`src/verilog/sdmacPkg.sv`:
```
// SDMAC shared definitions: register map, state encodings and block interfaces
`default_nettype none

package sdmacPkg;

    localparam int ADDR_W = 32;         // Host bus address width

    // Bit positions inside CONTR
    localparam int CONTR_DMAENA = 0;    // Read only, follows start/stop
    localparam int CONTR_INTENA = 2;

    // Bit positions inside ISTR
    localparam int ISTR_INT   = 0;
    localparam int ISTR_FE    = 1;      // Flush done
    localparam int ISTR_EMPTY = 2;
    localparam int ISTR_FULL  = 3;
    localparam int ISTR_SCSI  = 4;

    // CPU register map, taken from address bits 6:2
    typedef enum logic [4:0] {
        ADDR_CONTR = 5'h02,
        ADDR_ACR   = 5'h03,
        ADDR_STDMA = 5'h04,             // Write strobe only
        ADDR_FLUSH = 5'h05,             // Write strobe only
        ADDR_ISTR  = 5'h07,
        ADDR_SPDMA = 5'h0F              // Write strobe only
    } regAddrT;

    typedef struct packed {
        logic        valid;
        logic        write;
        regAddrT     addr;
        logic [31:0] wdata;
    } cpuReqT;

    typedef struct packed {
        logic              dmaEna;
        logic              flushReq;    // One cycle pulse
        logic [ADDR_W-1:0] startAddr;
    } dmaCtrlT;

    typedef struct packed {
        logic       empty;
        logic       full;
        logic       flushDone;
        logic [3:0] level;              // Longwords queued
    } fifoStatT;

    typedef enum logic [1:0] {
        SCSI_IDLE,
        SCSI_STROBE1,
        SCSI_STROBE2,
        SCSI_LATCH
    } scsiStateT;

    typedef enum logic [2:0] {
        CPU_IDLE,
        CPU_REQUEST,
        CPU_OWN,
        CPU_STROBE,
        CPU_RELEASE
    } cpuStateT;

endpackage

`default_nettype wire
```
`src/verilog/sdmacTop.sv`:
```
// SDMAC top level: register block, byte FIFO, SCSI engine and host bus master
`timescale 1ns/10ps
`default_nettype none

module sdmacTop #(
    parameter int FIFO_DEPTH = 8
) (
    input  wire                          QnCPUCLK,
    input  wire                          arstN_i,
    // CPU register port
    input  wire sdmacPkg::cpuReqT        cpuReq_i,
    output wire [31:0]                   rdata_o,
    output wire                          regAck_o,
    output wire                          intN_o,
    // SCSI chip side
    input  wire                          scsiIntReq_i,
    input  wire                          dreqN_i,
    input  wire [7:0]                    pd_i,
    output wire                          dackN_o,
    output wire                          iorN_o,
    // Host bus side
    output wire                          brN_o,
    input  wire                          bgN_i,
    output wire                          bgackN_o,
    output wire                          asN_o,
    output wire                          dsN_o,
    output wire                          rwN_o,
    input  wire                          dsackN_i,
    output wire [sdmacPkg::ADDR_W-1:0]   addr_o,
    output wire [31:0]                   data_o
);
    import sdmacPkg::*;

    wire dmaCtrlT  dmaCtrl;
    wire fifoStatT fifoStat;
    wire           push;
    wire [7:0]     pushByte;
    wire           pop;
    wire [31:0]    head;

    sdmacRegisters uRegisters (
        .QnCPUCLK     (QnCPUCLK),
        .arstN_i      (arstN_i),
        .cpuReq_i     (cpuReq_i),
        .fifoStat_i   (fifoStat),
        .scsiIntReq_i (scsiIntReq_i),
        .dmaCtrl_o    (dmaCtrl),
        .rdata_o      (rdata_o),
        .regAck_o     (regAck_o),
        .intN_o       (intN_o)
    );

    sdmacFifo #(
        .FIFO_DEPTH (FIFO_DEPTH)
    ) uFifo (
        .QnCPUCLK   (QnCPUCLK),
        .arstN_i    (arstN_i),
        .push_i     (push),
        .pushByte_i (pushByte),
        .pop_i      (pop),
        .flush_i    (dmaCtrl.flushReq),
        .start_i    (dmaCtrl.dmaEna),
        .head_o     (head),
        .fifoStat_o (fifoStat)
    );

    scsiStateMachine uScsiSm (
        .QnCPUCLK   (QnCPUCLK),
        .arstN_i    (arstN_i),
        .dmaCtrl_i  (dmaCtrl),
        .fifoFull_i (fifoStat.full),
        .dreqN_i    (dreqN_i),
        .pd_i       (pd_i),
        .dackN_o    (dackN_o),
        .iorN_o     (iorN_o),
        .push_o     (push),
        .pushByte_o (pushByte)
    );

    cpuStateMachine uCpuSm (
        .QnCPUCLK    (QnCPUCLK),
        .arstN_i     (arstN_i),
        .dmaCtrl_i   (dmaCtrl),
        .fifoEmpty_i (fifoStat.empty),
        .head_i      (head),
        .bgN_i       (bgN_i),
        .dsackN_i    (dsackN_i),
        .pop_o       (pop),
        .brN_o       (brN_o),
        .bgackN_o    (bgackN_o),
        .asN_o       (asN_o),
        .dsN_o       (dsN_o),
        .rwN_o       (rwN_o),
        .addr_o      (addr_o),
        .data_o      (data_o)
    );

endmodule

`default_nettype wire

```
`src/verilog/cpuStateMachine.sv`:
```
// Host bus master: arbitrates with BR/BG/BGACK and writes queued longwords to memory
`timescale 1ns/10ps
`default_nettype none

module cpuStateMachine (
    input  wire                          QnCPUCLK,
    input  wire                          arstN_i,
    input  wire sdmacPkg::dmaCtrlT       dmaCtrl_i,
    input  wire                          fifoEmpty_i,
    input  wire [31:0]                   head_i,
    input  wire                          bgN_i,
    input  wire                          dsackN_i,
    output logic                         pop_o,
    output logic                         brN_o,
    output logic                         bgackN_o,
    output logic                         asN_o,
    output logic                         dsN_o,
    output logic                         rwN_o,
    output logic [sdmacPkg::ADDR_W-1:0]  addr_o,     // Also the address counter
    output logic [31:0]                  data_o
);
    import sdmacPkg::*;

    cpuStateT state;
    logic     dmaEnaQ;
    logic     haveWork;

    assign haveWork = dmaCtrl_i.dmaEna & ~fifoEmpty_i;

    always_ff @(posedge QnCPUCLK or negedge arstN_i) begin
        if (!arstN_i) begin
            state    <= CPU_IDLE;
            brN_o    <= 1'b1;
            bgackN_o <= 1'b1;
            asN_o    <= 1'b1;
            dsN_o    <= 1'b1;
            rwN_o    <= 1'b1;
            pop_o    <= 1'b0;
            addr_o   <= '0;
            dmaEnaQ  <= 1'b0;
        end else begin
            dmaEnaQ <= dmaCtrl_i.dmaEna;
            pop_o   <= 1'b0;
            // New transfer reloads the counter from the start address
            if (dmaCtrl_i.dmaEna && !dmaEnaQ) addr_o <= dmaCtrl_i.startAddr;
            case (state)
                CPU_IDLE: begin
                    if (haveWork) begin
                        brN_o <= 1'b0;
                        state <= CPU_REQUEST;
                    end
                end
                CPU_REQUEST: begin
                    if (!bgN_i) begin
                        brN_o    <= 1'b1;
                        bgackN_o <= 1'b0;
                        rwN_o    <= 1'b0;       // Write only
                        state    <= CPU_OWN;
                    end
                end
                CPU_OWN: begin
                    // Keep the bus while words remain, else hand it back
                    if (haveWork) begin
                        asN_o <= 1'b0;
                        dsN_o <= 1'b0;
                        state <= CPU_STROBE;
                    end else begin
                        bgackN_o <= 1'b1;
                        rwN_o    <= 1'b1;
                        state    <= CPU_IDLE;
                    end
                end
                CPU_STROBE: begin
                    if (!dsackN_i) begin
                        asN_o  <= 1'b1;
                        dsN_o  <= 1'b1;
                        pop_o  <= 1'b1;
                        addr_o <= addr_o + ADDR_W'(4);
                        state  <= CPU_RELEASE;
                    end
                end
                CPU_RELEASE: state <= CPU_OWN;  // Lets the pop reach the FIFO flags
                default:     state <= CPU_IDLE;
            endcase
        end
    end

    // Head word is held for the whole strobe
    always_ff @(posedge QnCPUCLK) begin
        if (state == CPU_OWN) data_o <= head_i;
    end

endmodule

`default_nettype wire

```
`src/verilog/scsiStateMachine.sv`:
```
// SCSI side DMA engine: answers DREQ with DACK/IOR and hands each byte to the FIFO
`timescale 1ns/10ps
`default_nettype none

module scsiStateMachine (
    input  wire                   QnCPUCLK,
    input  wire                   arstN_i,
    input  wire sdmacPkg::dmaCtrlT dmaCtrl_i,
    input  wire                   fifoFull_i,
    input  wire                   dreqN_i,
    input  wire [7:0]             pd_i,
    output logic                  dackN_o,
    output logic                  iorN_o,
    output logic                  push_o,
    output logic [7:0]            pushByte_o
);
    import sdmacPkg::*;

    scsiStateT state;
    scsiStateT nextState;
    logic      strobeN;        // Drives both DACK and IOR
    logic      startCycle;

    // A full FIFO leaves DREQ pending, the byte is taken later
    assign startCycle = dmaCtrl_i.dmaEna & ~fifoFull_i & ~dreqN_i;

    always_comb begin
        nextState = state;
        case (state)
            SCSI_IDLE: begin
                if (startCycle) nextState = SCSI_STROBE1;
            end
            SCSI_STROBE1: nextState = SCSI_STROBE2;
            SCSI_STROBE2: nextState = SCSI_LATCH;
            SCSI_LATCH:   nextState = SCSI_IDLE;
            default:      nextState = SCSI_IDLE;
        endcase
    end

    always_ff @(posedge QnCPUCLK or negedge arstN_i) begin
        if (!arstN_i) begin
            state   <= SCSI_IDLE;
            strobeN <= 1'b1;
        end else begin
            state   <= nextState;
            strobeN <= ~((nextState == SCSI_STROBE1) || (nextState == SCSI_STROBE2));
        end
    end

    // Byte is captured on the edge into LATCH, while the strobes are still low
    always_ff @(posedge QnCPUCLK) begin
        if (state == SCSI_STROBE2) pushByte_o <= pd_i;
    end

    assign push_o  = (state == SCSI_LATCH);   // One cycle per byte
    assign dackN_o = strobeN;
    assign iorN_o  = strobeN;

endmodule

`default_nettype wire

```
`src/verilog/sdmacFifo.sv`:
```
// SDMAC longword FIFO: packs bytes big-endian, queues longwords, pads on flush
`timescale 1ns/10ps
`default_nettype none

module sdmacFifo #(
    parameter int FIFO_DEPTH = 8
) (
    input  wire                  QnCPUCLK,
    input  wire                  arstN_i,
    input  wire                  push_i,
    input  wire [7:0]            pushByte_i,
    input  wire                  pop_i,
    input  wire                  flush_i,
    input  wire                  start_i,      // DMA enable, rising edge starts a transfer
    output logic [31:0]          head_o,
    output sdmacPkg::fifoStatT   fifoStat_o
);

    localparam int PTR_W = $clog2(FIFO_DEPTH);

    logic [31:0]      mem [FIFO_DEPTH];
    logic [PTR_W-1:0] wrPtr;
    logic [PTR_W-1:0] rdPtr;
    logic [PTR_W:0]   count;
    logic [1:0]       bytePtr;                 // Next byte lane, 0 is bits 31:24
    logic [23:0]      stage;                   // Upper three bytes of the word being built
    logic             flushPend;
    logic             flushDone;
    logic             startQ;
    logic             empty;
    logic             full;
    logic             padEn;
    logic             wrEn;
    logic [31:0]      wrData;

    assign empty = (count == '0);
    assign full  = (count == FIFO_DEPTH);

    // Pad a partial word only when no byte is arriving and there is room
    assign padEn  = flushPend & (bytePtr != 2'd0) & ~push_i & ~full;
    assign wrEn   = (push_i & (bytePtr == 2'd3)) | padEn;
    assign wrData = padEn ? {stage, 8'h00} : {stage, pushByte_i};

    always_ff @(posedge QnCPUCLK) begin
        if (wrEn) mem[wrPtr] <= wrData;
        if (push_i) begin
            case (bytePtr)
                2'd0:    stage <= {pushByte_i, 16'h0000};   // Clears the lanes still unused
                2'd1:    stage[15:8] <= pushByte_i;
                2'd2:    stage[7:0]  <= pushByte_i;
                default: ;
            endcase
        end
    end

    always_ff @(posedge QnCPUCLK or negedge arstN_i) begin
        if (!arstN_i) begin
            wrPtr     <= '0;
            rdPtr     <= '0;
            count     <= '0;
            bytePtr   <= 2'd0;
            flushPend <= 1'b0;
            flushDone <= 1'b0;
            startQ    <= 1'b0;
        end else begin
            startQ <= start_i;
            if (wrEn) wrPtr <= wrPtr + 1'b1;
            if (pop_i) rdPtr <= rdPtr + 1'b1;
            case ({wrEn, pop_i})
                2'b10:   count <= count + 1'b1;
                2'b01:   count <= count - 1'b1;
                default: ;
            endcase
            if (push_i) bytePtr <= bytePtr + 1'b1;
            else if (padEn) bytePtr <= 2'd0;
            // Done once nothing is staged and the queue has drained
            if (start_i & ~startQ) begin
                flushPend <= 1'b0;
                flushDone <= 1'b0;
            end else if (flush_i) begin
                flushPend <= 1'b1;
            end else if (flushPend & (bytePtr == 2'd0) & empty & ~push_i) begin
                flushPend <= 1'b0;
                flushDone <= 1'b1;
            end
        end
    end

    assign head_o = mem[rdPtr];

    // At depth 16 a full queue reads level 0, the full bit tells them apart
    assign fifoStat_o = '{empty: empty, full: full, flushDone: flushDone, level: 4'(count)};

endmodule

`default_nettype wire

```
`src/verilog/sdmacRegisters.sv`:
```
// SDMAC register block: CPU access decode, DMA start/stop/flush control and interrupt
`timescale 1ns/10ps
`default_nettype none

module sdmacRegisters (
    input  wire                  QnCPUCLK,
    input  wire                  arstN_i,
    input  wire sdmacPkg::cpuReqT   cpuReq_i,
    input  wire sdmacPkg::fifoStatT fifoStat_i,
    input  wire                  scsiIntReq_i,
    output sdmacPkg::dmaCtrlT    dmaCtrl_o,
    output logic [31:0]          rdata_o,
    output logic                 regAck_o,
    output logic                 intN_o
);
    import sdmacPkg::*;

    logic        intEna;
    logic [31:0] acr;
    logic        wrStrobe;
    logic        rdStrobe;
    logic        intPend;
    logic [31:0] contrRd;
    logic [31:0] istr;
    logic [31:0] rdMux;

    assign wrStrobe = cpuReq_i.valid & cpuReq_i.write;
    assign rdStrobe = cpuReq_i.valid & ~cpuReq_i.write;

    // Pending regardless of the enable, only the pin is masked
    assign intPend = scsiIntReq_i | fifoStat_i.flushDone;
    assign intN_o  = ~(intEna & intPend);

    always_comb begin
        contrRd               = '0;
        contrRd[CONTR_DMAENA] = dmaCtrl_o.dmaEna;
        contrRd[CONTR_INTENA] = intEna;
    end

    // Live status, nothing here is stored
    always_comb begin
        istr             = '0;
        istr[ISTR_INT]   = intPend;
        istr[ISTR_FE]    = fifoStat_i.flushDone;
        istr[ISTR_EMPTY] = fifoStat_i.empty;
        istr[ISTR_FULL]  = fifoStat_i.full;
        istr[ISTR_SCSI]  = scsiIntReq_i;
        istr[11:8]       = fifoStat_i.level;   // Fill level for debug
    end

    always_comb begin
        case (cpuReq_i.addr)
            ADDR_CONTR: rdMux = contrRd;
            ADDR_ACR:   rdMux = acr;
            ADDR_ISTR:  rdMux = istr;
            default:    rdMux = '0;             // Strobe addresses read as zero
        endcase
    end

    always_ff @(posedge QnCPUCLK or negedge arstN_i) begin
        if (!arstN_i) begin
            intEna    <= 1'b0;
            acr       <= '0;
            dmaCtrl_o <= '0;
        end else begin
            dmaCtrl_o.flushReq <= 1'b0;
            if (wrStrobe) begin
                case (cpuReq_i.addr)
                    ADDR_CONTR: intEna <= cpuReq_i.wdata[CONTR_INTENA];
                    ADDR_ACR:   acr    <= cpuReq_i.wdata;
                    ADDR_STDMA: begin
                        dmaCtrl_o.dmaEna    <= 1'b1;
                        dmaCtrl_o.startAddr <= acr;   // Counter starts from ACR
                    end
                    ADDR_SPDMA: dmaCtrl_o.dmaEna   <= 1'b0;
                    ADDR_FLUSH: dmaCtrl_o.flushReq <= 1'b1;
                    default: ;
                endcase
            end
        end
    end

    // Ack and read data one cycle after the strobe
    always_ff @(posedge QnCPUCLK or negedge arstN_i) begin
        if (!arstN_i) begin
            regAck_o <= 1'b0;
            rdata_o  <= '0;
        end else begin
            regAck_o <= cpuReq_i.valid;
            if (rdStrobe) rdata_o <= rdMux;
        end
    end

endmodule

`default_nettype wire

```
`config.mk`:
```
export PLATFORM = sky130hd
export DESIGN_NAME = sdmacTop
export DESIGN_NICKNAME = d
export VERILOG_FILES = /design/src/verilog/sdmacPkg.sv /design/src/verilog/sdmacTop.sv /design/src/verilog/cpuStateMachine.sv /design/src/verilog/scsiStateMachine.sv /design/src/verilog/sdmacFifo.sv /design/src/verilog/sdmacRegisters.sv
export SDC_FILE = /design/constraint.sdc
export NUM_CORES = 1
export LEC_CHECK = 0
export ABC_AREA = 1
export BUFFER_PORTS_ARGS = -buffer_cell sky130_fd_sc_hd__clkbuf_2
export CORE_ASPECT_RATIO = 1.4
export CORE_UTILIZATION = 59
export DETAILED_ROUTE_END_ITERATION = 7
export PLACE_DENSITY_LB_ADDON = 0.3
export RECOVER_POWER = 50
export SKIP_CTS_REPAIR_TIMING = 1
export SLEW_MARGIN = 30
export SYNTH_ARGS = -nofsm -noshare
export SYNTH_HDL_FRONTEND = slang
export SYNTH_SLANG_ARGS = --single-unit
```
`constraint.sdc`:
```
create_clock -name QnCPUCLK -period 5 [get_ports QnCPUCLK]
set_input_delay 1.25 -clock QnCPUCLK [delete_from_list [all_inputs] [get_ports QnCPUCLK]]
set_output_delay 1.25 -clock QnCPUCLK [all_outputs]
set_load 0.01 [all_outputs]
```
==> flow_summary.toml <==
[status]
status = "complete, but fails checks"
violations = "max-capacitance violations, max-slew violations"

[timing]
hold_viol_final = 0
final_max_slew_viol_count = 162
tightest_slew_ns = 2.47
grt_setup_unrepaired = "no"
tns_ns = 0
post-route-min-period_ns = 3.22
hold_slack_ns = 0.482
setup_viol_count_final = 0
timing.final.crit_share = 0.643
slew_headroom = -0.650
fin_skew_ns = 0.0238
max_freq_mhz = 311

[finish]
drive_gt1_frac = 0.139
area.growth.synth_to_final_pct = 13.2
nFillCells = 2369
fin_nets = 2000

[synth]
ys_top_cells_by_count = "385 x nand2_1, 320 x edfxtp_1, 259 x nor2_1"
synth_area_leaders = "edfxtp_1 49%, dfrtp_1 20%, nand2_1 7.4%"
ys_seq_area_frac = 0.691
synth.top_cell.area_share = 0.490
avgSynthCellArea_um2 = 10.9
syn_area_mm2 = 0.0196
ys_types = 42
synth_edf_count = 320
synth.most_common_cell = "nand2_1"
ys_async_sr_fraction = 0.329
netlist.top_cell.by_area = "edfxtp_1"
synth_cells = 1799
synth-seq-cells = 477
synth_nets = 1865
synth_ff_type = "edfxtp_1"
ys_warn_count = 0

[worst_setup_path]
reg2reg_slack_ns = 1.79
path_buf_inv = 1
r2r-end = "uCpuSm.addr_o[14]$_DFF_PN0_"
path_max_fanout = 98
crit_start = "arstN_i"
crit_slowest_cell = "clkbuf_2"
worstPathArrival_ns = 3.02
end_kind = "async pin"
worstSetupPathType = "primary input to async pin"
path_cells = "clkbuf_2"
crit_family = "buffers and inverters"
endpoint = "uFifo.rdPtr[0]$_DFFE_PN0P_"
cp-start-kind = "primary input"
cp.depth = 1
regToRegStartpoint = "uRegisters.dmaCtrl_o[33]$_DFFE_PN0P_"
crit_path_max_incr_delay_ns = 1.68
cp.required_ns = 4.80
worstRegToRegCells = 7

[clock_tree]
cts_tree = "yes"
clockBufferDepth = 3
cts_root_buf = "clkbuf_16"
clk-insertion-delay-late_ns = 0.56
clk_pin_slew_ns = 0.06
h-tree-depth = 2
cts-buffers-inserted = 43
clock_sinks = 477

[power_and_ir_drop]
p_per_area_mw_per_mm2 = 551
leakagePower_nw = 9.20
vdd_drop_max_v = 0.000302

[floorplanning]
initial_core_util = 0.602
dieWidth_um = 156
boundaryPins = 158
fp.dieH_um = 218
rows = 78
core_area_mm2 = 0.0326
die-area_mm2 = 0.0340

[place]
io_buffers = 157
dpl.hpwl_um = 26000
globalplace.congestion = 0.934

[detailed_routing]
drc = 0
drt-pass1-iter-count = 8
vias = 13412
viasPerCell = 5.57
wire_per_inst_um = 18.1
drt-total-wl_um = 43600
detail-route-antenna-nets = 0
drtIter0Drc = 1124

[global_route]
grt_pass1_wl_um = 68600
grtUsageTotal = 0.265
grt_pass1_vias = 13425
grt-ovfl-total = 0
grt_max_degree = 99
grt_antenna_before_repair = 1

[min_path]
hold_path_class = "flip-flop to flip-flop"

[job]
maxCapViolCount = 3
## cells by family (layout without fill, tap and decap cells)
group,count (synthesis),after routing,synth area share
flip-flops,477,477,0.691
AND/OR/NAND/NOR,712,712,0.144
multiplexers,4,4,0.00223
adder cells (fa/ha/maj),13,13,0.00830
other,0,1,0
buffers and inverters,222,392,0.0484
AO/OA/AOI/OAI,352,352,0.0983
XOR/XNOR,19,19,0.00849
## area by class of cell
cell class / instances / area, um^2 / share of cell area
Multi-Input combinational cell: 1100 / 5150 / 0.232
Inverter: 135 / 508 / 0.0229
Antenna cell: 1 / 2.50 / 0.000113
Tap cell: 440 / 551 / 0.0248
Clock buffer: 61 / 1210 / 0.0547
Sequential cell: 477 / 13500 / 0.610
Timing Repair Buffer: 177 / 931 / 0.0419
Clock inverter: 19 / 289 / 0.0130
## state kept, by name, summed over array words and instances, names as in the netlist, 2 cells and up
register,cells
uFifo.rdPtr,3
uRegisters.rdata_o,32
uRegisters.dmaCtrl_o,34
uScsiSm.pushByte_o,8
uCpuSm.addr_o,32
uScsiSm.state,2
uFifo.wrPtr,3
uRegisters.acr,32
uCpuSm.state,3
uFifo.count,4
uFifo.bytePtr,2
uCpuSm.data_o,32
uFifo.stage,24
uFifo.mem,256
## metrics by stage
stage	cells	worst slack [ns]	cell area, um^2	util	total power [mW]
after floorplan	1799	1.92	19600	-	7.66
after global placement	2329	2.06	20700	0.636	8.65
after detailed placement	2329	2.10	20700	0.636	8.80
after CTS	2409	2.10	22200	0.682	12.3
after global routing	2409	1.20	22200	0.681	12.9
final	2410	1.78	22200	0.681	12.2
## layer usage
layer	wire [um]	part of all wire	up-vias	global-route usage
met4	1860	0.043	2	0.127
met3	2940	0.067	140	0.0548
met1	16400	0.38	6430	0.312
met5	13	0.00030	-	0
met2	22300	0.51	501	0.460
li1	-	-	6339	-
## where the power goes
part / internal [mW] / total, mW / switching, mW
logic: 0.970 / 3.06 / 2.09
registers: 5.11 / 5.70 / 0.594
clock network: 2.06 / 3.47 / 1.41
## cell usage in the layout, fill, tap and decap left out, types with 20 or more instances in the layout
cell type,count
o31ai_1,23
nand3_1,39
edfxtp_1,320
clkbuf_16,44
dfrtp_1,151
a21oi_1,73
clkbuf_2,152
inv_1,129
a31oi_1,34
o21ai_0,186
nand2_1,384
clkbuf_1,20
nor2_1,250
## worst min path at each step
| stage | from | end | slack (ns) | cells after the start |
|---|---|---|---|---|
| finish | uRegisters.rdata_o[16]$_DFFE_PN0P_ | uRegisters.rdata_o[16]$_DFFE_PN0P_ | 0.48 | 2 |
| detailed placement | uRegisters.dmaCtrl_o[7]$_DFFE_PN0P_ | uRegisters.dmaCtrl_o[7]$_DFFE_PN0P_ | 0.47 | 2 |
| floorplan | uRegisters.dmaCtrl_o[33]$_DFFE_PN0P_ | uCpuSm.dmaEnaQ$_DFF_PN0_ | 0.43 | 0 |
| global route | uRegisters.dmaCtrl_o[7]$_DFFE_PN0P_ | uRegisters.dmaCtrl_o[7]$_DFFE_PN0P_ | 0.50 | 2 |
| CTS | uRegisters.dmaCtrl_o[7]$_DFFE_PN0P_ | uRegisters.dmaCtrl_o[7]$_DFFE_PN0P_ | 0.48 | 2 |
| global placement | uRegisters.dmaCtrl_o[7]$_DFFE_PN0P_ | uRegisters.dmaCtrl_o[7]$_DFFE_PN0P_ | 0.46 | 2 |
Note: power is estimated with default switching activity, not from simulation.
